File: src/verilog/race_pkg.sv
`default_nettype none

package race_pkg;

    typedef logic [9:0]  coord_t;
    typedef logic [11:0] rgb_t;
    typedef logic [1:0]  map_index_t;
    typedef logic [14:0] map_addr_t;

    // ========================================================================
    // 640x480 scan timing at 25 MHz
    // ========================================================================
    localparam int H_VISIBLE    = 640;
    localparam int H_SYNC_START = 656;
    localparam int H_SYNC_LEN   = 96;
    localparam int H_TOTAL      = 800;
    localparam int V_VISIBLE    = 480;
    localparam int V_SYNC_START = 490;
    localparam int V_SYNC_LEN   = 2;
    localparam int V_TOTAL      = 525;

    // ========================================================================
    // screen regions and world geometry
    // ========================================================================
    localparam int HALF_WIDTH = 320;
    // rows HUD_TOP-1 and HUD_TOP form the separator
    localparam int HUD_TOP    = 360;
    localparam int MAP_W      = 160;
    localparam int MAP_H      = 120;
    localparam int VIEW_OFS_X = 40;
    localparam int VIEW_OFS_Y = 60;
    localparam int MINI_X0    = 240;
    localparam int MINI_X1    = 400;
    localparam int SELF_CX    = 160;
    localparam int SELF_CY    = 180;
    localparam int CAR_HALF   = 37;
    localparam int DOT_HALF   = 1;

    // colours, track classes 0 to 3
    localparam rgb_t PALETTE [4] = '{12'h000, 12'h6B4, 12'h888, 12'hFC0};

    localparam rgb_t OUT_BOUND_COLOR = 12'h6B4;
    localparam rgb_t SEPARATOR_COLOR = 12'hFFF;
    localparam rgb_t HUD_COLOR       = 12'h444;
    localparam rgb_t P1_COLOR        = 12'hF00;
    localparam rgb_t P2_COLOR        = 12'h00F;

    // decode, execute and compose registers
    localparam int PIPE_DEPTH = 3;

endpackage

`default_nettype wire

File: src/verilog/layer_if.sv
`timescale 1ns/1ns
`default_nettype none

interface layer_if
    import race_pkg::*;
();

    // region flags, one stage later than scan_if
    logic       visible;
    logic       hud_sep;
    logic       in_hud;
    logic       in_minimap;
    logic       v_sep;
    logic       left_half;
    // layer hits for this pixel
    logic       self_hit;
    logic       rival_hit;
    logic       out_of_map;
    logic       p1_dot;
    logic       p2_dot;
    // track classes straight from the memory read ports
    map_index_t view_index;
    map_index_t mini_index;

    modport executor (
        output visible, hud_sep, in_hud, in_minimap, v_sep, left_half,
        output self_hit, rival_hit, out_of_map, p1_dot, p2_dot,
        output view_index, mini_index
    );

    modport composer (
        input visible, hud_sep, in_hud, in_minimap, v_sep, left_half,
        input self_hit, rival_hit, out_of_map, p1_dot, p2_dot,
        input view_index, mini_index
    );

endinterface

`default_nettype wire

File: src/verilog/pixel_compose.sv
`timescale 1ns/1ns
`default_nettype none

module pixel_compose
    import race_pkg::*;
(
    input  logic      clk_25MHz,
    input  logic      rst,
    layer_if.composer layer,
    output logic [3:0] vga_red,
    output logic [3:0] vga_green,
    output logic [3:0] vga_blue
);

    rgb_t own_color;
    rgb_t rival_color;
    rgb_t color_next;
    rgb_t rgb_q;

    // the owner of a half is player 1 on the left
    assign own_color   = layer.left_half ? P1_COLOR : P2_COLOR;
    assign rival_color = layer.left_half ? P2_COLOR : P1_COLOR;

    // ========================================================================
    // colour priority, first match wins
    // ========================================================================
    always_comb begin
        if (!layer.visible) begin
            color_next = '0;
        end else if (layer.hud_sep) begin
            color_next = SEPARATOR_COLOR;
        end else if (layer.in_hud && layer.in_minimap) begin
            if (layer.p1_dot) begin
                color_next = P1_COLOR;
            end else if (layer.p2_dot) begin
                color_next = P2_COLOR;
            end else begin
                color_next = PALETTE[layer.mini_index];
            end
        end else if (layer.in_hud) begin
            color_next = HUD_COLOR;
        end else if (layer.v_sep) begin
            color_next = SEPARATOR_COLOR;
        end else if (layer.self_hit) begin
            color_next = own_color;
        end else if (layer.rival_hit) begin
            color_next = rival_color;
        end else if (layer.out_of_map) begin
            color_next = OUT_BOUND_COLOR;
        end else begin
            color_next = PALETTE[layer.view_index];
        end
    end

    always_ff @(posedge clk_25MHz) begin
        if (rst) begin
            rgb_q <= '0;
        end else begin
            rgb_q <= color_next;
        end
    end

    assign vga_red   = rgb_q[11:8];
    assign vga_green = rgb_q[7:4];
    assign vga_blue  = rgb_q[3:0];

endmodule

`default_nettype wire

File: src/flat_wrapper.sv
// flat-port wrapper written by rule: the top's interface ports become plain ports
module pixel_compose_flat import race_pkg::*;
  (clk_25MHz, rst, vga_red, vga_green, vga_blue, layer_visible, layer_hud_sep, layer_in_hud, layer_in_minimap, layer_v_sep, layer_left_half, layer_self_hit, layer_rival_hit, layer_out_of_map, layer_p1_dot, layer_p2_dot, layer_view_index, layer_mini_index);
  layer_if layer_i ();
  input  logic clk_25MHz;
  input  logic rst;
  output logic [3:0] vga_red;
  output logic [3:0] vga_green;
  output logic [3:0] vga_blue;
  input wire logic [$bits(layer_i.visible)-1:0] layer_visible;
  input wire logic [$bits(layer_i.hud_sep)-1:0] layer_hud_sep;
  input wire logic [$bits(layer_i.in_hud)-1:0] layer_in_hud;
  input wire logic [$bits(layer_i.in_minimap)-1:0] layer_in_minimap;
  input wire logic [$bits(layer_i.v_sep)-1:0] layer_v_sep;
  input wire logic [$bits(layer_i.left_half)-1:0] layer_left_half;
  input wire logic [$bits(layer_i.self_hit)-1:0] layer_self_hit;
  input wire logic [$bits(layer_i.rival_hit)-1:0] layer_rival_hit;
  input wire logic [$bits(layer_i.out_of_map)-1:0] layer_out_of_map;
  input wire logic [$bits(layer_i.p1_dot)-1:0] layer_p1_dot;
  input wire logic [$bits(layer_i.p2_dot)-1:0] layer_p2_dot;
  input wire logic [$bits(layer_i.view_index)-1:0] layer_view_index;
  input wire logic [$bits(layer_i.mini_index)-1:0] layer_mini_index;
  assign layer_i.visible = layer_visible;
  assign layer_i.hud_sep = layer_hud_sep;
  assign layer_i.in_hud = layer_in_hud;
  assign layer_i.in_minimap = layer_in_minimap;
  assign layer_i.v_sep = layer_v_sep;
  assign layer_i.left_half = layer_left_half;
  assign layer_i.self_hit = layer_self_hit;
  assign layer_i.rival_hit = layer_rival_hit;
  assign layer_i.out_of_map = layer_out_of_map;
  assign layer_i.p1_dot = layer_p1_dot;
  assign layer_i.p2_dot = layer_p2_dot;
  assign layer_i.view_index = layer_view_index;
  assign layer_i.mini_index = layer_mini_index;
  pixel_compose u_core (.clk_25MHz(clk_25MHz), .rst(rst), .layer(layer_i), .vga_red(vga_red), .vga_green(vga_green), .vga_blue(vga_blue));
endmodule
File: config.mk
export PLATFORM = sky130hd
export DESIGN_NAME = pixel_compose_flat
export DESIGN_NICKNAME = d
export VERILOG_FILES = /design/src/verilog/race_pkg.sv /design/src/verilog/layer_if.sv /design/src/verilog/pixel_compose.sv /design/src/flat_wrapper.sv
export SDC_FILE = /design/constraint.sdc
export NUM_CORES = 1
export LEC_CHECK = 0
export ABC_AREA = 1
export BUFFER_PORTS_ARGS = -buffer_cell sky130_fd_sc_hd__buf_4
export CAP_MARGIN = 20
export CORE_UTILIZATION = 47
export CTS_BUF_LIST = sky130_fd_sc_hd__clkbuf_8
export CTS_CLUSTER_DIAMETER = 100
export DETAILED_ROUTE_END_ITERATION = 7
export PLACE_DENSITY_LB_ADDON = 0.2
export RECOVER_POWER = 25
export SLEW_MARGIN = 0
export SYNTH_ARGS = -nofsm -noshare
export SYNTH_HDL_FRONTEND = slang
export SYNTH_SLANG_ARGS = --single-unit
export TNS_END_PERCENT = 10
File: constraint.sdc
create_clock -name clk_25MHz -period 0.9 [get_ports clk_25MHz]
set_clock_uncertainty 0.15 [all_clocks]
set_input_delay 0.09 -clock clk_25MHz [delete_from_list [all_inputs] [get_ports clk_25MHz]]
set_output_delay 0.09 -clock clk_25MHz [all_outputs]
set_load 0.02 [all_outputs]
==> key figures <==
Global route
  • Vias in the first global route: 689
  • Largest net degree at the start of global routing: 11
  • Global route total overflow: 0
  • First-pass GRT wire length: 2.92 mm
  • Initial antenna violation count: 0
  • Total Routing Usage GR: 0.301

Placement
  • Placed inst area: 857 sq um
  • Placed cell count: 149
  • Port bufs: 28
  • Setup Slack @ Placement: -0.153 ns
  • DP HPWL: 1.30 mm
  • GP Congestion: 0.841

Clocking
  • CTS tree: done
  • Root buffer cell: clkbuf_8
  • Sink Count: 10
  • Clock buffer depth: 2
  • H-Tree Depth: 1
  • CTS Buf Count: 3
  • Postcts setup bufs: 0
  • Clock-pin slew on the worst setup and hold paths: 0.04 ns

Synth
  • Syn Std Cell Area: 627 sq um
  • Synth Area in XOR/XNOR: 0
  • Yosys cell types: 14
  • Post-synthesis sequential area ratio: 0.319
  • Post-synthesis mux area share: 0
  • Cells after synthesis: 107
  • Simple-gate share of the synthesized area: 0.379
  • Compound-Gate Fraction of Synth Area: 0.168
  • Total number of yosys warnings: 0
  • Largest family of logic cells by synthesized area: simple AND/OR/NAND/NOR gates
  • Post-Syn Area per Cell: 5.86 sq um
  • Synth Net Count: 124
  • Yosys reg bits: 10
  • Fraction of the mapped netlist area in adder cells: 0

Worst setup path
  • Crit Path Category: register to output pin
  • Delay-heaviest family, CP: flip-flops
  • Crit path capture type: output pin
  • Slowest stage delay, CP: 0.35 ns
  • Critical Path AT: 0.70 ns
  • CP required: 0.66 ns
  • WP depth: 1
  • Slowest stage cell, crit path: dfxtp_2
  • CP Cell Sequence: buf_6
  • Critical Path Start Type: register
  • Worst-path fanout max: 2
  • WP buf/inv: 1

Final layout
  • Syn-to-layout area delta: 55.7%
  • Fill cell count: 81
  • Max reg flops: 10
  • Fin util: 0.833
  • Antenna diodes: 0
  • Final Non-Filler Cells: 153
  • Post-route cell area: 976 sq um
  • Layout cells sized above 1: 0.367
  • Largest regs: u_core.rgb_q (10)
  • Most frequent cells in the layout: nand2_1 (34), a21oi_1 (18), buf_4 (18)
  • Register name with the most flops: u_core.rgb_q
  • Area occupied by multi-input gates: 349 sq um
  • Nets: 157
  • Register area: 213 sq um
  • Most common cell after layout, fill and taps aside: nand2_1

Floorplanning
  • Io pins: 29
  • Die ar.: 1480 sq um
  • Die span in y: 38.5 um
  • Core footprint: 1170 sq um
  • Row count: 12
  • Starting Density: 0.535
  • Die Span X: 38.5 um

Timing
  • Tightest Pin Transition: 0.267 ns
  • Slew headroom: 0.822
  • Setup violators final: 12
  • Worst Hold Slack: -0.0272 ns
  • Pins over their slew limit: 0
  • Setup TNS: -0.236 ns
  • Final worst path period share: 1.05
  • Crit path time final: 0.944 ns
  • RSZ-0062 raised after global routing: true
  • Fin. Hold Viols: 1
  • F_max: 1060 MHz
  • Slack of the critical path: -0.0438 ns

Run
  • Max-cap violations: 0

Hold path
  • Hold Crit Class: input port to register
  • Worst Hold Depth: 4

Pwr
  • Leak pwr: 0.539 nW
  • VDD IR-drop max: 1.57 mV
  • Power density over the cells: 1450 nW/um^2

Drt
  • First drt pass iteration count: 4
  • Routed via count: 799
  • Number of DRC markers in iteration 0: 44
  • Post-route ant nets: 0
  • Routed WL per cell: 12.0 um
  • Remaining DRCs: 0
  • Drt via density: 5.22
  • Routed WL: 1.83 mm

Run status
  • Status: finished, violations left
  • Failing checks: hold timing, setup timing
==> through the flow <==
step           hold WS (ns)  power (mW)
6_report            -0.0272        1.41
5_1_grt             -0.0342        1.49
4_1_cts             -0.0386        1.42
3_5_place_dp          0.220       0.815
3_3_place_gp          0.208       0.809
2_1_floorplan         0.103       0.668
==> timing repair <==
item / in CTS / in global routing
hold endpoints to repair: 1 / 1
gates resized for setup: 24 / 1
setup endpoints to repair: 13 / 13
==> path summary, 6_finish.rpt <==
kind / endpoint / slack, ns / start
worst max-delay path: vga_blue[1] / -0.04 / u_core.rgb_q[1]
worst min-delay path: u_core.rgb_q[10] / -0.03 / layer_in_minimap
==> layer usage <==
metal,up-vias,share of wire,GRT usage
met2,46,0.49,0.513
met4,0,0.018,0.129
met5,-,0,0
met3,4,0.084,0.110
li1,395,-,-
met1,354,0.40,0.329
==> kinds of logic (layout without fill, tap and decap cells) <==
kind of cell,count (synthesis),count (layout)
and+or+nand+nor,56,56
AOI/OAI and AO/OA,21,21
buffers and inverters,20,52
DFF,10,10
==> cells in the mapped netlist (all sizes together) <==
master	instances	share of area
nand3b	1	0.012
dfxtp	10	0.32
a21oi	19	0.15
nand4	1	0.010
o21ai	2	0.016
inv	16	0.096
buf	3	0.032
clkinv	1	0.0060
nand2	35	0.21
nor2	12	0.092
nand3	7	0.056
==> cell type report <==
class | count | area share
Clock buffer | 4 | 0.0564
Inverter | 17 | 0.0654
Multi-Input combinational cell | 77 | 0.358
Sequential cell | 10 | 0.218
Tap cell | 14 | 0.0179
Timing Repair Buffer | 31 | 0.285
==> where the power goes <==
part / total (mW) / switching, mW / internal, mW
registers: 0.491 / 0.0149 / 0.476
logic: 0.357 / 0.193 / 0.163
clock network: 0.562 / 0.178 / 0.384
No activity file was read; power rests on OpenSTA's default activity.
