$ cat src/verilog/race_pkg.sv
`default_nettype none

package race_pkg;

    typedef logic [9:0]  coord_t;
    typedef logic [11:0] rgb_t;
    typedef logic [1:0]  map_index_t;
    typedef logic [14:0] map_addr_t;

    // ========================================================================
    // 640x480 scan timing at 25 MHz
    // ========================================================================
    localparam int H_VISIBLE    = 640;
    localparam int H_SYNC_START = 656;
    localparam int H_SYNC_LEN   = 96;
    localparam int H_TOTAL      = 800;
    localparam int V_VISIBLE    = 480;
    localparam int V_SYNC_START = 490;
    localparam int V_SYNC_LEN   = 2;
    localparam int V_TOTAL      = 525;

    // ========================================================================
    // screen regions and world geometry
    // ========================================================================
    localparam int HALF_WIDTH = 320;
    // rows HUD_TOP-1 and HUD_TOP form the separator
    localparam int HUD_TOP    = 360;
    localparam int MAP_W      = 160;
    localparam int MAP_H      = 120;
    localparam int VIEW_OFS_X = 40;
    localparam int VIEW_OFS_Y = 60;
    localparam int MINI_X0    = 240;
    localparam int MINI_X1    = 400;
    localparam int SELF_CX    = 160;
    localparam int SELF_CY    = 180;
    localparam int CAR_HALF   = 37;
    localparam int DOT_HALF   = 1;

    // colours, track classes 0 to 3
    localparam rgb_t PALETTE [4] = '{12'h000, 12'h6B4, 12'h888, 12'hFC0};

    localparam rgb_t OUT_BOUND_COLOR = 12'h6B4;
    localparam rgb_t SEPARATOR_COLOR = 12'hFFF;
    localparam rgb_t HUD_COLOR       = 12'h444;
    localparam rgb_t P1_COLOR        = 12'hF00;
    localparam rgb_t P2_COLOR        = 12'h00F;

    // decode, execute and compose registers
    localparam int PIPE_DEPTH = 3;

endpackage

`default_nettype wire

$ cat src/verilog/vga_timing.sv
`timescale 1ns/1ns
`default_nettype none

module vga_timing
    import race_pkg::*;
(
    input  logic   clk_25MHz,
    input  logic   rst,
    output coord_t h_cnt,
    output coord_t v_cnt,
    output logic   visible,
    output logic   hsync,
    output logic   vsync
);

    coord_t h_next;
    coord_t v_next;

    // next scan position, wraps at the end of line and frame
    always_comb begin
        h_next = h_cnt + 10'd1;
        v_next = v_cnt;
        if (h_cnt == coord_t'(H_TOTAL - 1)) begin
            h_next = '0;
            if (v_cnt == coord_t'(V_TOTAL - 1)) begin
                v_next = '0;
            end else begin
                v_next = v_cnt + 10'd1;
            end
        end
    end

    // flags decoded from the next position so they line up with the counters
    always_ff @(posedge clk_25MHz) begin
        if (rst) begin
            h_cnt   <= '0;
            v_cnt   <= '0;
            visible <= 1'b0;
            hsync   <= 1'b1;
            vsync   <= 1'b1;
        end else begin
            h_cnt   <= h_next;
            v_cnt   <= v_next;
            visible <= (h_next < coord_t'(H_VISIBLE)) && (v_next < coord_t'(V_VISIBLE));
            hsync   <= !((h_next >= H_SYNC_START) && (h_next < H_SYNC_START + H_SYNC_LEN));
            vsync   <= !((v_next >= V_SYNC_START) && (v_next < V_SYNC_START + V_SYNC_LEN));
        end
    end

endmodule

`default_nettype wire

$ cat config.mk
export PLATFORM = sky130hd
export DESIGN_NAME = vga_timing
export DESIGN_NICKNAME = d
export VERILOG_FILES = /design/src/verilog/race_pkg.sv /design/src/verilog/vga_timing.sv
export SDC_FILE = /design/constraint.sdc
export NUM_CORES = 1
export LEC_CHECK = 0
export ABC_CLOCK_PERIOD_IN_PS = 1900
export BUFFER_PORTS_ARGS = -buffer_cell sky130_fd_sc_hd__buf_2
export CAP_MARGIN = 20
export CELL_PAD_IN_SITES_DETAIL_PLACEMENT = 1
export CELL_PAD_IN_SITES_GLOBAL_PLACEMENT = 1
export CORE_ASPECT_RATIO = 0.75
export CORE_MARGIN = 2
export CORE_UTILIZATION = 40
export CTS_CLUSTER_DIAMETER = 150
export CTS_CLUSTER_SIZE = 14
export DETAILED_ROUTE_END_ITERATION = 6
export HOLD_SLACK_MARGIN = 0.1
export PLACE_DENSITY_LB_ADDON = 0.2
export SLEW_MARGIN = 40
export SYNTH_ARGS = -nofsm -noshare
export SYNTH_HDL_FRONTEND = slang
export SYNTH_SLANG_ARGS = --single-unit
$ cat constraint.sdc
create_clock -name clk_25MHz -period 1.9 [get_ports clk_25MHz]
set_input_delay 0.095 -clock clk_25MHz [delete_from_list [all_inputs] [get_ports clk_25MHz]]
set_output_delay 0.095 -clock clk_25MHz [all_outputs]
set_load 0.005 [all_outputs]
==> flow_summary_export.csv, run 1 <==
group,metric,value,unit
drt,drt_iter0_drc,54,
drt,ant_nets,0,
drt,drt_wl_total,3.697,mm
global_route,grt_pass1_vias,1162,
die,ios,25,
synthesis,synthMuxAreaShare,0.007519,
pwr,p_comb_frac,0.062,
final_layout,num-fill-cells,401,
synthesis,syn_nets,159,
pwr,p_int,662.2,uW
synthesis,synthFlopType,"dfxtp_1",
final_layout,layout-drive-gt1-share,0.3297,
clock_network,clock_latency,0.27,ns
clock_network,cts_max_level,1,
pwr,power.density,534.6,nW/um2
clock_network,cts-root-buf,"clkbuf_8",
place,pre_cts_ws,0.01476,ns
synthesis,syn_inst,154,
die,core,3243,um2
drt,post_drt_wl_per_cell,16.43,um
sta,report.final.hold_viol_count,0,
synthesis,synth_xor_area_frac,0.05921,
die,die_w,70.62,um
final_layout,final_nets,191,
clock_network,cts_tree,"yes",
hold_path,min_path_type,"primary input to register",
sta,setup_slack,0.1236,ns
clock_network,cts_buffer_depth,2,
drt,drc,0,
global_route,grt-ovfl-total,0,
synthesis,synth_top_family_by_area,"simple AND/OR/NAND/NOR gates",
synthesis,yosysTopAreaCell,"dfxtp_1",
sta,fin_crit_sh,0.9350,
sta,fmax,0.5629,GHz
synthesis,synth.area.top_cells,"dfxtp_1 (35%), xnor2_1 (4.6%), nor2_1 (3.7%)",
synthesis,avgSynthCellArea,8.645,um2
place,postPlaceCellArea,1529,um2
sta,finalSetupViolCount,0,
synthesis,seq_area_frac_synth,0.3459,
synthesis,synthDistinctLibCells,49,
synthesis,synth.most_common_cell,"dfxtp_1",
synthesis,yosysWarnings,0,
global_route,grt_pass1_wl,5.885,mm
synthesis,synth_compound_area_frac,0.1410,
sta,drv_slew,0,
synthesis,yosys_register_bits,23,
final_layout,diodes,0,
synthesis,yosys-top-cells-count,"dfxtp_1 (23), nor2_1 (13), nand2_1 (11), nor3_1 (8)",
run_status,outcome,"completed",
final_layout,multi_input_area,818.3,um2
synthesis,synthArstFlopShare,0,
synthesis,synth_fa_ha_area_frac,0.02820,
clock_network,clk_pin_slew,0.09,ns
place,place_congestion,0.8662,
synthesis,syn_area,1331,um2
setup_path,cp_cell_sequence,"ha_1 > and4_4 > nand3_4 > or3_1 > a21oi_2 > nand4_1",
final_layout,register_area,462.9,um2
drt,vias_per_cell,5.556,
setup_path,crit_slowest_cell,"or3_1",
clock_network,cts_setup_buffers,0,
die,row_count,18,
synthesis,synth-edff-count,0,
setup_path,crit_type,"register to register",
pwr,power_frac_seq,0.581,
job,maxCapViolCount,0,
final_layout,utilization,0.4965,
die,die_area,3810,um2
global_route,grt_start_max_net_pins,22,
pwr,p_sw_frac,0.2307,
setup_path,required,2.05,ns
setup_path,crit_fanout,10,
sta,skew,0.009998,ns
final_layout,final_area,1610,um2
synthesis,yosys.area_share.simple,0.3543,
setup_path,cp-end-kind,"register",
place,hpwlAfterDp,2.669,mm
setup_path,worst_setup_path_start_kind,"register",
setup_path,arrival,1.92,ns
clock_network,numCtsBuffers,3,
die,die_y,53.96,um
drt,dr.pass1.iters,4,
final_layout,area_delta_synth_final,20.96,%
pwr,leakage,0.0006365,uW
die,start_util,0.4105,
place,io_buffers,24,
global_route,grt_use_total,0.2024,
sta,whs,0.2439,ns
global_route,antenna_found_initial,0,
pwr,p_sw,198.6,uW
pwr,ir_drop,356.5,uV
sta,slew_headroom,0.7054,
drt,vias,1250,
sta,tns,0,ns
sta,fin_crit,1.776,ns
setup_path,cpPeakStageDelay,0.41,ns
pwr,p_clk_frac,0.357,
sta,tightest_slew,0.4419,ns
clock_network,numClockSinks,23,
synthesis,synth_top_area_share,0.3459,
-- kinds of logic after synthesis --
kind of cell             Yosys count
adder cells (fa/ha/maj)            3
AND/OR/NAND/NOR                   75
AO/OA/AOI/OAI                     28
buffers and inverters             15
XOR/XNOR                           9
multiplexers                       1
flip-flops                        23
-- critical path, delay by kind of cell (launching register included) --
family | cells | cell delay (ns)
compound gates | 1 | 0.18
fa+ha+maj | 1 | 0.17
simple gates | 4 | 0.96
flops | 1 | 0.35
-- power by group through the flow --
| stage | Clock [uW] | Combinational (uW) | Sequential, uW |
|---|---|---|---|
| 3_5_place_dp | 0 | 52.6 | 511 |
| 2_1_floorplan | 0 | 28.5 | 509 |
| 6_report | 307 | 53.4 | 500 |
| 3_3_place_gp | 0 | 52.1 | 510 |
| 5_1_grt | 350 | 57.8 | 501 |
| 4_1_cts | 321 | 53.5 | 499 |
-- flip-flops by register name (all words and copies together), names as in the netlist --
signal	cells
v_cnt	10
hsync	1
visible	1
h_cnt	10
vsync	1
-- routing by layer --
metal  track usage  share of wire
met1        0.2862           0.50
met2        0.3035           0.44
met3       0.05805          0.055
met4       0.05346         0.0046
met5             0              0
-- metrics by stage --
step / power, uW / instances
2_1_floorplan: 537.9 / 154
3_3_place_gp: 562.0 / 221
3_5_place_dp: 563.4 / 221
4_1_cts: 873.8 / 225
5_1_grt: 909.0 / 225
6_report: 860.8 / 225
-- cell usage in the layout, fill, tap and decap left out, drive strengths merged, types with 2 or more instances in the layout --
cell type | netlist | final
nor4bb | 2 | 2
and4 | 2 | 2
ha | 3 | 3
nor3 | 10 | 10
xnor2 | 7 | 7
buf | 7 | 36
o2111ai | 2 | 2
nand3b | 2 | 2
nand2 | 11 | 11
clkbuf | 2 | 3
a21oi | 10 | 10
nand4 | 6 | 6
inv | 6 | 6
nand3 | 8 | 8
nor2 | 14 | 14
and3 | 5 | 5
dfxtp | 23 | 23
nor2b | 3 | 3
o21ai | 8 | 8
xor2 | 2 | 2
o31ai | 2 | 2
nor4 | 3 | 3
-- path summary, 6_finish.rpt --
kind | to | cells past startpoint | slack [ns] | startpoint
min reg2reg | v_cnt[1] | 2 | 0.51 | v_cnt[1]
max | vsync | 6 | 0.12 | h_cnt[0]
max reg2reg | vsync | 6 | 0.12 | h_cnt[0]
min | h_cnt[7] | 2 | 0.24 | rst
-- cell type report --
class,instances,share of cell area
sequential,23,0.2875
clock inverter,1,0.003108
inverter,6,0.01399
clock buffer,3,0.02564
timing repair buffer,36,0.1305
multi-input combinational,116,0.5082
tap,40,0.03108
-- repair_timing --
| item | CTS | global route |
|---|---|---|
| hold buffers | 0 | 0 |
| gates resized for setup | 1 | 10 |
| pin swaps | 0 | 1 |
| cloned | 0 | 0 |
| endpoints found under the setup margin | 1 | 6 |
No activity file was read; power rests on OpenSTA's default activity.
==> run 2, diff against run 1 <==
Settings changed: ABC_CLOCK_PERIOD_IN_PS 1900 to 2000.
Clock period 1.9 ns to 2 ns, I/O delays scaled along.
==> flow_summary_export.csv, run 2 (synthesized netlist as in run 1, its figures left out) <==
group,metric,value,unit
final_layout,layout_commonest_cell,"buf_2",
setup_path,crit_type,"register to register",
die,die_y,53.96,um
clock_network,cts_max_level,1,
place,pre_cts_ws,0.03706,ns
clock_network,numCtsBuffers,3,
sta,setup_slack,0.1038,ns
final_layout,final_nets,188,
final_layout,diodes,0,
setup_path,r2r_setup_slack,0.10,ns
setup_path,crit-reg2reg-launch,"h_cnt[1]",
drt,post_drt_wl_per_cell,15.08,um
drt,vias,1235,
pwr,power.density,522.2,nW/um2
place,hpwlAfterDp,2.496,mm
hold_path,holdPathEnd,"h_cnt[7]",
setup_path,r2r-end,"vsync",
sta,fmax,0.5274,GHz
sta,tns,0,ns
hold_path,holdPathStages,2,
die,row_count,18,
hold_path,hp-start,"rst",
die,core,3243,um2
hold_path,min_path_type,"primary input to register",
sta,tightest_slew,0.4241,ns
pwr,total_power,812.8,uW
sta,slew_headroom,0.7172,
global_route,grt_start_max_net_pins,22,
global_route,antenna_found_initial,0,
place,place_congestion,0.8064,
run_status,outcome,"completed",
die,start_util,0.4105,
global_route,grt_pass1_vias,1147,
global_route,grt_use_total,0.1873,
sta,finalSetupViolCount,0,
die,die_area,3810,um2
clock_network,cts_tree,"yes",
setup_path,r2r_cells,6,
global_route,grt_pass1_wl,5.457,mm
job,maxCapViolCount,0,
drt,drc,0,
final_layout,area_delta_synth_final,16.92,%
sta,report.final.hold_viol_count,0,
clock_network,cts-root-buf,"clkbuf_8",
setup_path,required,2.15,ns
pwr,leakage,0.0006091,uW
setup_path,crit_fanout,10,
sta,fin_crit_sh,0.9481,
setup_path,cp-end-kind,"register",
drt,ant_nets,0,
sta,drv_slew,0,
final_layout,layout-drive-gt1-share,0.2912,
clock_network,clk_pin_slew,0.09,ns
drt,drt_iter0_drc,38,
pwr,ir_drop,373.6,uV
drt,drt_wl_total,3.347,mm
setup_path,worst_setup_path_start_kind,"register",
final_layout,layout_common_cells,"buf_2 (24), dfxtp_1 (21), nor2_1 (13)",
global_route,grt-ovfl-total,0,
final_layout,utilization,0.4799,
clock_network,postCtsHoldBufs,0,
sta,fin_crit,1.896,ns
drt,vias_per_cell,5.563,
clock_network,numClockSinks,23,
setup_path,arrival,2.05,ns
clock_network,clock_latency,0.27,ns
final_layout,num-fill-cells,394,
sta,rsz0062_at_grt,"false",
final_layout,reg_top3,"h_cnt: 10 flops, v_cnt: 10 flops",
clock_network,cts_buffer_depth,2,
die,die_w,70.62,um
sta,skew,0.004905,ns
drt,dr.pass1.iters,4,
place,io_buffers,24,
die,ios,25,
-- run 2: per-layer routing --
| metal | track usage | vias to the layer above | share of wire |
|---|---|---|---|
| met3 | 0.04869 | 5 | 0.040 |
| met2 | 0.3035 | 23 | 0.44 |
| li1 | - | 612 | - |
| met4 | 0.05660 | 0 | 0.012 |
| met5 | 0 | - | 0 |
| met1 | 0.2492 | 595 | 0.51 |
-- run 2: timing repair --
action / CTS / global route
endpoints found under the setup margin: 0 / 4
buffers inserted: 0 / 3
resized for setup: 0 / 3
-- run 2: power by group --
part	switching [uW]	internal [uW]
clock network	156	139
logic	21.7	19.4
registers	11.0	466
total	189	624
-- run 2: critical path, stage by stage, from the launching register on --
cell	delay, ns
dfxtp_1	0.39
ha_1	0.24
and4_2	0.33
nand3_4	0.17
or3_1	0.41
a21oi_2	0.16
nand4_1	0.09
-- run 2: layout make-up --
cell class / instances / area, um2 / area share
well taps: 40 / 50.05 / 0.03215
clock inverters: 1 / 5.005 / 0.003215
inverters: 6 / 22.52 / 0.01447
repair buffers: 33 / 187.7 / 0.1206
flip-flops and latches: 23 / 462.9 / 0.2974
clock buffers: 3 / 41.29 / 0.02653
multi-input cells: 116 / 787.0 / 0.5056
-- run 2: worst max path at each step --
stage | start | to | slack [ns] | cells past startpoint
floorplan | v_cnt[0] | v_cnt[8] | 0.22 | 7
finish | h_cnt[1] | vsync | 0.10 | 6
global route | h_cnt[1] | vsync | 0.006 | 6
global placement | h_cnt[1] | vsync | 0.15 | 6
detailed placement | h_cnt[1] | visible | 0.04 | 6
CTS | h_cnt[1] | visible | 0.02 | 6
-- run 2: per-stage QoR --
stage | cell area [um2] | std cells | hold WS [ns]
global route | 1556 | 222 | 0.2529
finish | 1556 | 222 | 0.2400
CTS | 1530 | 219 | 0.2399
detailed placement | 1484 | 215 | 0.4771
floorplan | 1331 | 154 | 0.3842
global placement | 1484 | 215 | 0.4777
