===== src/verilog/race_pkg.sv =====
`default_nettype none

package race_pkg;

    typedef logic [9:0]  coord_t;
    typedef logic [11:0] rgb_t;
    typedef logic [1:0]  map_index_t;
    typedef logic [14:0] map_addr_t;

    // ========================================================================
    // 640x480 scan timing at 25 MHz
    // ========================================================================
    localparam int H_VISIBLE    = 640;
    localparam int H_SYNC_START = 656;
    localparam int H_SYNC_LEN   = 96;
    localparam int H_TOTAL      = 800;
    localparam int V_VISIBLE    = 480;
    localparam int V_SYNC_START = 490;
    localparam int V_SYNC_LEN   = 2;
    localparam int V_TOTAL      = 525;

    // ========================================================================
    // screen regions and world geometry
    // ========================================================================
    localparam int HALF_WIDTH = 320;
    // rows HUD_TOP-1 and HUD_TOP form the separator
    localparam int HUD_TOP    = 360;
    localparam int MAP_W      = 160;
    localparam int MAP_H      = 120;
    localparam int VIEW_OFS_X = 40;
    localparam int VIEW_OFS_Y = 60;
    localparam int MINI_X0    = 240;
    localparam int MINI_X1    = 400;
    localparam int SELF_CX    = 160;
    localparam int SELF_CY    = 180;
    localparam int CAR_HALF   = 37;
    localparam int DOT_HALF   = 1;

    // colours, track classes 0 to 3
    localparam rgb_t PALETTE [4] = '{12'h000, 12'h6B4, 12'h888, 12'hFC0};

    localparam rgb_t OUT_BOUND_COLOR = 12'h6B4;
    localparam rgb_t SEPARATOR_COLOR = 12'hFFF;
    localparam rgb_t HUD_COLOR       = 12'h444;
    localparam rgb_t P1_COLOR        = 12'hF00;
    localparam rgb_t P2_COLOR        = 12'h00F;

    // decode, execute and compose registers
    localparam int PIPE_DEPTH = 3;

endpackage

`default_nettype wire


===== src/verilog/scan_if.sv =====
`timescale 1ns/1ns
`default_nettype none

interface scan_if
    import race_pkg::*;
();

    // region flags
    logic   visible;
    logic   hud_sep;
    logic   in_hud;
    logic   in_minimap;
    logic   v_sep;
    logic   left_half;
    // position within the half and the players seen from it
    coord_t rel_x;
    coord_t row;
    coord_t own_x;
    coord_t own_y;
    coord_t rival_x;
    coord_t rival_y;
    // world cell under the minimap scan
    coord_t mini_x;
    coord_t mini_y;

    modport decoder (
        output visible, hud_sep, in_hud, in_minimap, v_sep, left_half,
        output rel_x, row, own_x, own_y, rival_x, rival_y, mini_x, mini_y
    );

    modport executor (
        input visible, hud_sep, in_hud, in_minimap, v_sep, left_half,
        input rel_x, row, own_x, own_y, rival_x, rival_y, mini_x, mini_y
    );

endinterface

`default_nettype wire


===== src/verilog/scan_decode.sv =====
`timescale 1ns/1ns
`default_nettype none

module scan_decode
    import race_pkg::*;
(
    input  logic    clk_25MHz,
    input  logic    rst,
    input  coord_t  h_cnt,
    input  coord_t  v_cnt,
    input  logic    visible,
    input  coord_t  p1_x,
    input  coord_t  p1_y,
    input  coord_t  p2_x,
    input  coord_t  p2_y,
    scan_if.decoder scan
);

    logic   left;
    logic   in_hud;
    coord_t rel_x;

    assign left   = (h_cnt < coord_t'(HALF_WIDTH));
    assign in_hud = (v_cnt >= coord_t'(HUD_TOP));
    // right half counts from its own left edge
    assign rel_x  = left ? h_cnt : h_cnt - coord_t'(HALF_WIDTH);

    // ========================================================================
    // region flags
    // ========================================================================
    always_ff @(posedge clk_25MHz) begin
        if (rst) begin
            scan.visible    <= 1'b0;
            scan.hud_sep    <= 1'b0;
            scan.in_hud     <= 1'b0;
            scan.in_minimap <= 1'b0;
            scan.v_sep      <= 1'b0;
            scan.left_half  <= 1'b0;
        end else begin
            scan.visible    <= visible;
            scan.hud_sep    <= (v_cnt == coord_t'(HUD_TOP - 1)) || (v_cnt == coord_t'(HUD_TOP));
            scan.in_hud     <= in_hud;
            scan.in_minimap <= in_hud && (h_cnt >= coord_t'(MINI_X0))
                               && (h_cnt < coord_t'(MINI_X1));
            scan.v_sep      <= (h_cnt == coord_t'(HALF_WIDTH - 1))
                               || (h_cnt == coord_t'(HALF_WIDTH));
            scan.left_half  <= left;
        end
    end

    // ========================================================================
    // view selection and minimap cell
    // ========================================================================
    always_ff @(posedge clk_25MHz) begin
        scan.rel_x <= rel_x;
        scan.row   <= v_cnt;
        if (left) begin
            // player 1 owns the left view
            scan.own_x   <= p1_x;
            scan.own_y   <= p1_y;
            scan.rival_x <= p2_x;
            scan.rival_y <= p2_y;
        end else begin
            scan.own_x   <= p2_x;
            scan.own_y   <= p2_y;
            scan.rival_x <= p1_x;
            scan.rival_y <= p1_y;
        end
        // minimap is one screen pixel per world cell
        scan.mini_x <= h_cnt - coord_t'(MINI_X0);
        scan.mini_y <= v_cnt - coord_t'(HUD_TOP);
    end

endmodule

`default_nettype wire


===== src/flat_wrapper.sv =====
// flat-port wrapper written by rule: the top's interface ports become plain ports
module scan_decode_flat import race_pkg::*;
  (clk_25MHz, rst, h_cnt, v_cnt, visible, p1_x, p1_y, p2_x, p2_y, scan_visible, scan_hud_sep, scan_in_hud, scan_in_minimap, scan_v_sep, scan_left_half, scan_rel_x, scan_row, scan_own_x, scan_own_y, scan_rival_x, scan_rival_y, scan_mini_x, scan_mini_y);
  scan_if scan_i ();
  input  logic clk_25MHz;
  input  logic rst;
  input  coord_t h_cnt;
  input  coord_t v_cnt;
  input  logic visible;
  input  coord_t p1_x;
  input  coord_t p1_y;
  input  coord_t p2_x;
  input  coord_t p2_y;
  output wire logic [$bits(scan_i.visible)-1:0] scan_visible;
  output wire logic [$bits(scan_i.hud_sep)-1:0] scan_hud_sep;
  output wire logic [$bits(scan_i.in_hud)-1:0] scan_in_hud;
  output wire logic [$bits(scan_i.in_minimap)-1:0] scan_in_minimap;
  output wire logic [$bits(scan_i.v_sep)-1:0] scan_v_sep;
  output wire logic [$bits(scan_i.left_half)-1:0] scan_left_half;
  output wire logic [$bits(scan_i.rel_x)-1:0] scan_rel_x;
  output wire logic [$bits(scan_i.row)-1:0] scan_row;
  output wire logic [$bits(scan_i.own_x)-1:0] scan_own_x;
  output wire logic [$bits(scan_i.own_y)-1:0] scan_own_y;
  output wire logic [$bits(scan_i.rival_x)-1:0] scan_rival_x;
  output wire logic [$bits(scan_i.rival_y)-1:0] scan_rival_y;
  output wire logic [$bits(scan_i.mini_x)-1:0] scan_mini_x;
  output wire logic [$bits(scan_i.mini_y)-1:0] scan_mini_y;
  assign scan_visible = scan_i.visible;
  assign scan_hud_sep = scan_i.hud_sep;
  assign scan_in_hud = scan_i.in_hud;
  assign scan_in_minimap = scan_i.in_minimap;
  assign scan_v_sep = scan_i.v_sep;
  assign scan_left_half = scan_i.left_half;
  assign scan_rel_x = scan_i.rel_x;
  assign scan_row = scan_i.row;
  assign scan_own_x = scan_i.own_x;
  assign scan_own_y = scan_i.own_y;
  assign scan_rival_x = scan_i.rival_x;
  assign scan_rival_y = scan_i.rival_y;
  assign scan_mini_x = scan_i.mini_x;
  assign scan_mini_y = scan_i.mini_y;
  scan_decode u_core (.clk_25MHz(clk_25MHz), .rst(rst), .h_cnt(h_cnt), .v_cnt(v_cnt), .visible(visible), .p1_x(p1_x), .p1_y(p1_y), .p2_x(p2_x), .p2_y(p2_y), .scan(scan_i));
endmodule

===== config.mk =====
export PLATFORM = sky130hd
export DESIGN_NAME = scan_decode_flat
export DESIGN_NICKNAME = d
export VERILOG_FILES = /design/src/verilog/race_pkg.sv /design/src/verilog/scan_if.sv /design/src/verilog/scan_decode.sv /design/src/flat_wrapper.sv
export SDC_FILE = /design/constraint.sdc
export NUM_CORES = 1
export LEC_CHECK = 0
export ABC_AREA = 1
export BUFFER_PORTS_ARGS = -buffer_cell sky130_fd_sc_hd__buf_2
export CORE_MARGIN = 3
export CORE_UTILIZATION = 40
export CTS_CLUSTER_SIZE = 16
export DETAILED_ROUTE_END_ITERATION = 10
export HOLD_SLACK_MARGIN = 0.02
export PLACE_DENSITY = 0.76
export SYNTH_ARGS = -nofsm -noshare
export SYNTH_HDL_FRONTEND = slang
export SYNTH_SLANG_ARGS = --single-unit

===== constraint.sdc =====
create_clock -name clk_25MHz -period 1.1 [get_ports clk_25MHz]
set_input_delay 0.055 -clock clk_25MHz [delete_from_list [all_inputs] [get_ports clk_25MHz]]
set_output_delay 0.055 -clock clk_25MHz [all_outputs]
set_load 0.005 [all_outputs]

==> results.json, run 1 <==
{
  "die_x_microns": 88.6,
  "async_reset_ff_frac": 0,
  "power_frac_seq": 0.460,
  "path_class": "input port to flop",
  "die_h_microns": 88.6,
  "max_slew_margin": 0.850,
  "tightestPinTransition_ns": 0.223,
  "drc": 0,
  "core.rowCount": 29,
  "dieArea_sq_um": 7850,
  "yosysSeqAreaShare": 0.580,
  "mostFrequentLayoutCell": "buf_2",
  "grt_pass1_vias": 2513,
  "place_hpwl_mm": 4.56,
  "arrival_ns": 1.29,
  "vias_per_cell": 4.45,
  "hold_end": "u_core.scan.mini_x[8]$_DFF_P_",
  "min_period_over_period": 0.965,
  "grt_pass1_wl_mm": 11.1,
  "setup_viol": 0,
  "antenna_cells": 0,
  "multi_input_area_sq_um": 862,
  "clock_path_buffers": 2,
  "regArea_sq_um": 1580,
  "detail-route-antenna-nets": 0,
  "final_max_slew_viol_count": 0,
  "synth_fp_nets": 361,
  "post-route-util": 0.693,
  "netlist_instances": 290,
  "drt-wirelength-per-cell_microns": 12.8,
  "clkPwrFrac": 0.386,
  "cp-end-kind": "flop",
  "num_vias": 2614,
  "final_cell_area_sq_um": 4500,
  "hold_start": "h_cnt[8]",
  "fill_cells": 477,
  "clk_pin_slew_ns": 0.08,
  "grt-ovfl-total": 0,
  "p_int_mw": 5.25,
  "wirelength_mm": 7.52,
  "switchingPower_mw": 1.59,
  "wl_met2_mm": 4.08,
  "routed.top_layer": "met4",
  "final.min_clock_period_ns": 1.06,
  "swShare": 0.233,
  "port_buffers": 148,
  "drive_gt1_frac": 0.393,
  "hold_path.class": "input port to flop",
  "yosysWarnings": 0,
  "crit_required_ns": 1.33,
  "clock.fmax_ghz": 0.942,
  "initial_core_util": 0.420,
  "status": "complete, no violations",
  "cts_htree_levels": 3,
  "startpoint_type": "input port",
  "firstDrtPassIters": 4,
  "place_area_sq_um": 3530,
  "synth_edf_count": 0,
  "hold-path-cell-count": 3,
  "worstPathMaxFanout": 14,
  "ys_seq_elements": 79,
  "grt_start_max_net_pins": 30,
  "final_nets": 577,
  "cts_tree": "done",
  "grtUsageTotal": 0.184,
  "numCtsBuffers": 9,
  "antenna_found_initial": 0,
  "cellLeakagePower_nw": 2.33,
  "clockRootBuffer": "clkbuf_8",
  "cap_violations": 0,
  "met3WireLength_microns": 461,
  "numClockSinks": 79,
  "initialDrtViolationCount": 55,
  "yosys_most_used_dff": "dfxtp_1",
  "pwr-share-comb": 0.155,
  "ir_drop_mv": 0.698,
  "finalHoldViolations": 0,
  "power_density_nw_per_um2": 1520,
  "syn_avg_cell_area_sq_um": 9.41,
  "rsz0062_at_grt": "yes",
  "post-cts-setup-buffer-count": 0,
  "syn2layout_area_growth_pct": 65.0,
  "ys_types": 24,
  "wl_met1_mm": 2.81,
  "gp_congestion": 0.742,
  "final_cell_mix": "buf_2, dfxtp_1, dlygate4sd3_1",
  "syn_area_sq_um": 2730,
  "core_sq_um": 6490,
  "pin_count": 149
}
-- stage by stage --
step	power [mW]	hold slack (ns)	std cells	TNS, ns	setup WS, ns
2_1_floorplan	3.60	0.0827	290	0	0.0657
3_3_place_gp	4.00	0.186	508	0	0.00733
3_5_place_dp	4.03	0.187	508	-0.743	-0.0387
4_1_cts	6.83	0.0235	586	0	0.00504
5_1_grt	7.17	0.0257	588	-0.0202	-0.0127
6_report	6.85	0.0484	588	0	0.0380
-- state kept, by name, indices dropped and copies added, names as in the netlist --
| register | cells |
|---|---|
| u_core.scan.own_x | 10 |
| u_core.scan.own_y | 10 |
| u_core.scan.rel_x | 10 |
| u_core.scan.rival_x | 10 |
| u_core.scan.rival_y | 10 |
| u_core.scan.row | 10 |
| u_core.scan.mini_y | 7 |
| u_core.scan.mini_x | 6 |
| u_core.scan.hud_sep | 1 |
| u_core.scan.in_hud | 1 |
| u_core.scan.in_minimap | 1 |
| u_core.scan.left_half | 1 |
| u_core.scan.v_sep | 1 |
| u_core.scan.visible | 1 |
-- cell usage after synthesis (all sizes together), types with 2 or more instances --
cell   count  area [sq um]
a21oi     25           196
nor2      34           128
xor2       5          43.8
o21ai     24           120
nand4      2          12.5
dfxtp     79          1580
ha         8           100
nand2     42           163
nand3      7          35.0
buf       16           148
inv       41           154
-- worst max-delay path, stage by stage --
cell and delay [ns]:
dlygate4sd3_1 0.54, buf_2 0.17, inv_4 0.09, nand2_8 0.09
buf_12 0.16, nor2_1 0.12, a21oi_2 0.05
-- cell families after synthesis --
logic type / after synthesis / share of synthesized area
flip-flops: 79 / 0.580
XOR/XNOR: 6 / 0.0193
AO/OA/AOI/OAI: 52 / 0.124
buffers and inverters: 58 / 0.112
adder cells (fa/ha/maj): 8 / 0.0367
AND/OR/NAND/NOR: 87 / 0.128
-- layout make-up --
class | instances | area share
Inverter | 41 | 0.0348
Tap cell | 77 | 0.0214
Sequential cell | 79 | 0.352
Multi-Input combinational cell | 153 | 0.192
Clock buffer | 10 | 0.0306
Timing Repair Buffer | 222 | 0.344
Clock inverter | 6 | 0.0259
-- routing by layer --
| layer | vias up | global-route usage |
|---|---|---|
| met2 | 98 | 0.355 |
| met5 | - | 0 |
| met4 | 0 | 0.102 |
| met3 | 14 | 0.0503 |
| met1 | 1181 | 0.173 |
| li1 | 1321 | - |
-- power by group through the flow --
stage	clock (mW)	combinational (mW)	sequential [mW]
after floorplan	0	0.349	3.25
after global placement	0	0.797	3.21
after detailed placement	0	0.819	3.21
after CTS	2.70	0.994	3.14
after global routing	2.82	1.18	3.17
final	2.64	1.06	3.15
-- how the worst max path moves through the flow --
stage / from / end / slack, ns / cells past startpoint
after global routing: h_cnt[5] / u_core.scan.in_minimap$_SDFF_PP0_ / -0.01 / 8
after CTS: h_cnt[4] / u_core.scan.v_sep$_SDFF_PP0_ / 0.005 / 7
after detailed placement: h_cnt[6] / u_core.scan.rival_y[0]$_DFF_P_ / -0.04 / 9
final: h_cnt[9] / u_core.scan.rival_y[6]$_DFF_P_ / 0.04 / 7
after floorplan: h_cnt[7] / u_core.scan.rel_x[7]$_DFF_P_ / 0.07 / 9
after global placement: h_cnt[6] / u_core.scan.own_x[4]$_DFF_P_ / 0.007 / 8
-- repair_timing --
item / CTS / global route
hold endpoints to repair: 70 / 1
hold buffers: 62 / 1
endpoints found under the setup margin: 0 / 34
resized for setup: 0 / 10
Power figures use the tool's default switching activity.
==> run 2: changes to the inputs <==
--- a/config.mk
+++ b/config.mk
@@ -11,7 +11,7 @@
 export CORE_UTILIZATION = 40
 export CTS_CLUSTER_SIZE = 16
 export DETAILED_ROUTE_END_ITERATION = 10
-export HOLD_SLACK_MARGIN = 0.02
+export HOLD_SLACK_MARGIN = 0.05
 export PLACE_DENSITY = 0.76
 export SYNTH_ARGS = -nofsm -noshare
 export SYNTH_HDL_FRONTEND = slang
==> run 2 against run 1 <==
  * Total power rose by 0.25%
  * Critical path depth fell by 1
  * Fmax rose by 1.6%
  * Worst setup slack improved by 0.017 ns
  * Cell area rose by 0.78%
  * Flip-flop and latch count did not move
  * Critical endpoint is now u_core.scan.rival_x[0]$_DFF_P_
==> results.json, run 2 (synthesis results as in run 1) <==
{
  "crit_required_ns": 1.33,
  "grt_pass1_wl_mm": 11.2,
  "power_density_nw_per_um2": 1510,
  "drt-wirelength-per-cell_microns": 12.9,
  "grt_start_max_net_pins": 30,
  "p_int_mw": 5.26,
  "port_buffers": 148,
  "clock_path_buffers": 2,
  "final_cell_area_sq_um": 4530,
  "switchingPower_mw": 1.60,
  "grtUsageTotal": 0.186,
  "initialDrtViolationCount": 64,
  "cellLeakagePower_nw": 2.34,
  "syn2layout_area_growth_pct": 66.2,
  "antenna_cells": 0,
  "startpoint_type": "input port",
  "finalHoldViolations": 0,
  "final_nets": 580,
  "gp_congestion": 0.742,
  "grt-ovfl-total": 0,
  "cts_tree": "done",
  "die_h_microns": 88.6,
  "antenna_found_initial": 0,
  "ir_drop_mv": 0.699,
  "slowest_delay_ns": 0.65,
  "post-cts-setup-buffer-count": 0,
  "dieArea_sq_um": 7850,
  "tightestPinTransition_ns": 0.278,
  "path_buf_inv": 3,
  "cp_top_family": "buffers and inverters",
  "place_hpwl_mm": 4.56,
  "place_area_sq_um": 3530,
  "final_cell_mix": "buf_2, dfxtp_1, dlygate4sd3_1",
  "core.rowCount": 29,
  "clkPwrFrac": 0.385,
  "clock.fmax_ghz": 0.957,
  "initial_core_util": 0.420,
  "hold_path.class": "input port to flop",
  "numClockSinks": 79,
  "clk_pin_slew_ns": 0.08,
  "num_vias": 2630,
  "drive_gt1_frac": 0.389,
  "vias_per_cell": 4.45,
  "max_slew_margin": 0.814,
  "clockRootBuffer": "clkbuf_8",
  "path_cells": "dlygate4sd3_1 -> inv_4 -> nand2_8 -> clkbuf_16 -> nor2_1 -> a21oi_2",
  "swShare": 0.233,
  "pwr-share-comb": 0.156,
  "die_x_microns": 88.6,
  "min_period_over_period": 0.950,
  "drc": 0,
  "cap_violations": 0,
  "detail-route-antenna-nets": 0,
  "setup_viol": 0,
  "hold-worst-slack_ns": 0.0777,
  "wirelength_mm": 7.62,
  "numCtsBuffers": 9,
  "rsz0062_at_grt": "no",
  "worstPathMaxFanout": 14,
  "cts_htree_levels": 3,
  "final_max_slew_viol_count": 0,
  "arrival_ns": 1.28,
  "fill_cells": 468,
  "path_class": "input port to flop",
  "firstDrtPassIters": 4,
  "pre_cts_ws_ns": -0.0387,
  "core_sq_um": 6490,
  "status": "complete, no violations",
  "pin_count": 149,
  "cp-end-kind": "flop",
  "grt_pass1_vias": 2540,
  "mostFrequentLayoutCell": "buf_2",
  "power_frac_seq": 0.458,
  "finalWorstSetupSlack_ns": 0.0550,
  "cp_slowest_cell": "dlygate4sd3_1",
  "final.min_clock_period_ns": 1.05
}
## run 2: final timing paths
check	depth (start not counted)	slack [ns]	to	start
max	6	0.05	u_core.scan.rival_x[0]$_DFF_P_	h_cnt[9]
min	3	0.08	u_core.scan.rel_x[8]$_DFF_P_	h_cnt[8]
## run 2: power by group through the flow
stage / Combinational (mW) / Clock [mW] / Sequential (mW)
4_1_cts: 1.01 / 2.70 / 3.14
3_5_place_dp: 0.819 / 0 / 3.21
6_report: 1.07 / 2.65 / 3.15
2_1_floorplan: 0.349 / 0 / 3.25
3_3_place_gp: 0.797 / 0 / 3.21
5_1_grt: 1.19 / 2.82 / 3.17
## run 2: routing by layer
layer  GRT usage  up-vias  wire length (microns)
met2       0.360      102                   4160
met3      0.0503       16                    476
met4       0.102        0                    173
li1            -     1330                      -
met5           0        -                      0
met1       0.175     1182                   2810
## run 2: layout make-up
| cell class | count | area, sq um | area share |
|---|---|---|---|
| Clock buffer | 10 | 138 | 0.0304 |
| Clock inverter | 6 | 116 | 0.0257 |
| Inverter | 41 | 156 | 0.0345 |
| Multi-Input combinational cell | 153 | 862 | 0.190 |
| Sequential cell | 79 | 1580 | 0.349 |
| Tap cell | 77 | 96.3 | 0.0212 |
| Timing Repair Buffer | 225 | 1580 | 0.349 |
## run 2: repair_timing
item / in CTS / in global routing
hold endpoints to repair: 75 / 1
gates resized for setup: 0 / 10
endpoints found under the setup margin: 0 / 34
hold buffers: 66 / 1
## run 2: per-stage QoR
step	TNS [ns]	cells	total power, mW	util
global placement	0	508	4.00	0.543
finish	0	591	6.87	0.698
floorplan	0	290	3.60	-
CTS	0	590	6.84	0.684
detailed placement	-0.743	508	4.03	0.543
global route	0	591	7.18	0.698
==> run 3: changes to the inputs <==
--- a/config.mk
+++ b/config.mk
@@ -12,6 +12,7 @@
 export CTS_CLUSTER_SIZE = 16
 export DETAILED_ROUTE_END_ITERATION = 10
 export HOLD_SLACK_MARGIN = 0.05
+export MAX_ROUTING_LAYER = met4
 export PLACE_DENSITY = 0.76
 export SYNTH_ARGS = -nofsm -noshare
 export SYNTH_HDL_FRONTEND = slang
==> run 3 against run 2 <==
  * Wire length rose by 0.43%
  * Fmax decreased by 1.5%
  * Sequential power hardly changed
  * Global-route usage is 0.57 points higher
  * Combinational power is essentially flat
  * Non-clock buffer count up 1
  * Core utilization rose by 0.077 points
  * Total power about the same
  * Worst setup slack got worse by 0.016 ns
  * Via count hardly changed
  * Critical path depth rose by 1
  * Critical endpoint unchanged
  * Largest cell class unchanged
  * Largest power group unchanged
  * Highest routed layer unchanged
==> results.json, run 3 (synthesis results as in run 1) <==
{
  "drt-wirelength-per-cell_microns": 12.9,
  "p_total_mw": 6.87,
  "power_density_nw_per_um2": 1510,
  "numCtsBuffers": 9,
  "cp-end-kind": "flop",
  "clock.fmax_ghz": 0.942,
  "cap_violations": 0,
  "vias_per_cell": 4.45,
  "cts_tree": "done",
  "cts_htree_levels": 3,
  "clk_pin_slew_ns": 0.08,
  "max_slew_margin": 0.846,
  "grt_pass1_vias": 2541,
  "die_x_microns": 88.6,
  "drive_gt1_frac": 0.390,
  "worstPathMaxFanout": 14,
  "initial_core_util": 0.420,
  "cellLeakagePower_nw": 2.34,
  "pin_count": 149,
  "post-cts-setup-buffer-count": 0,
  "final_max_slew_viol_count": 0,
  "rsz0062_at_grt": "yes",
  "critPathLaunch": "h_cnt[9]",
  "numClockSinks": 79,
  "hold_path.class": "input port to flop",
  "place_hpwl_mm": 4.56,
  "top_usage_layer": "met2",
  "gp_congestion": 0.751,
  "detail-route-antenna-nets": 0,
  "num_vias": 2632,
  "syn2layout_area_growth_pct": 66.4,
  "grt-ovfl-total": 0,
  "min_period_over_period": 0.965,
  "core_sq_um": 6490,
  "initialDrtViolationCount": 69,
  "final_cell_mix": "buf_2, dfxtp_1, dlygate4sd3_1",
  "grtUsageTotal": 0.192,
  "dp.cells": 508,
  "crit_required_ns": 1.33,
  "die_h_microns": 88.6,
  "wirelength_mm": 7.66,
  "port_buffers": 148,
  "ir_drop_mv": 0.697,
  "instances_no_fill": 592,
  "antenna_cells": 0,
  "hold-worst-slack_ns": 0.0761,
  "grt.met2_usage": 0.360,
  "dieArea_sq_um": 7850,
  "status": "complete, no violations",
  "grt_start_max_net_pins": 30,
  "met3_usage": 0.0466,
  "startpoint_type": "input port",
  "firstDrtPassIters": 4,
  "final_nets": 581,
  "clockRootBuffer": "clkbuf_8",
  "drc": 0,
  "final.min_clock_period_ns": 1.06,
  "crit_end": "u_core.scan.rival_x[0]$_DFF_P_",
  "arrival_ns": 1.30,
  "grt_use_met1": 0.177,
  "mostFrequentLayoutCell": "buf_2",
  "setup_viol": 0,
  "path_class": "input port to flop",
  "clock_path_buffers": 2,
  "grt_pass1_wl_mm": 11.2,
  "antenna_found_initial": 0,
  "core.rowCount": 29,
  "tightestPinTransition_ns": 0.229,
  "finalHoldViolations": 0
}
-- run 3: cell types whose count changed in the layout (fill, tap and decap cells not counted), sizes merged --
cell / delta
buf: +1
-- run 3: how the worst min path moves through the flow --
stage               startpoint                            to  cells after the start
finish                h_cnt[8]  u_core.scan.rel_x[8]$_DFF_P_                      3
global route          h_cnt[7]  u_core.scan.rel_x[7]$_DFF_P_                      4
floorplan             h_cnt[0]  u_core.scan.rel_x[0]$_DFF_P_                      0
CTS                   h_cnt[8]  u_core.scan.rel_x[8]$_DFF_P_                      3
detailed placement    h_cnt[2]  u_core.scan.rel_x[2]$_DFF_P_                      1
global placement      v_cnt[0]    u_core.scan.row[0]$_DFF_P_                      1
-- run 3: report_power, final --
part           leakage [nW]  internal (mW)  switching [mW]
combinational          1.55          0.589           0.487
clock                 0.127           1.59            1.06
sequential            0.665           3.09          0.0571
-- run 3: through the flow --
step / setup WS, ns / utilization / area, sq um / setup TNS, ns
2_1_floorplan: 0.0657 / - / 2730 / 0
3_3_place_gp: 0.00733 / 0.543 / 3530 / 0
3_5_place_dp: -0.0387 / 0.543 / 3530 / -0.743
4_1_cts: 0.00504 / 0.684 / 4440 / 0
5_1_grt: -0.00627 / 0.699 / 4540 / -0.0113
6_report: 0.0388 / 0.699 / 4540 / 0
-- run 3: critical path: stages --
cell	delay, ns
dlygate4sd3_1	0.54
buf_2	0.17
inv_4	0.09
nand2_8	0.10
clkbuf_16	0.19
nor2_1	0.11
a21oi_2	0.04
-- run 3: layout make-up --
type                    instances  area [sq um]
fillers                       467          1960
repair buffers                226          1590
flip-flops and latches         79          1580
multi-input cells             153           862
inverters                      41           156
clock buffers                  10           138
clock inverters                 6           116
well taps                      77          96.3
-- run 3: per-layer routing --
| metal | share of wire | vias up | wire [microns] |
|---|---|---|---|
| met5 | 0 | - | 0 |
| li1 | - | 1332 | - |
| met1 | 0.37 | 1178 | 2840 |
| met3 | 0.062 | 17 | 474 |
| met4 | 0.024 | 0 | 182 |
| met2 | 0.54 | 105 | 4160 |
-- run 3: what timing repair did --
action,CTS,global route
gates resized for setup,0,10
hold buffers,66,1
setup endpoints to repair,0,34
endpoints found under the hold margin,75,1
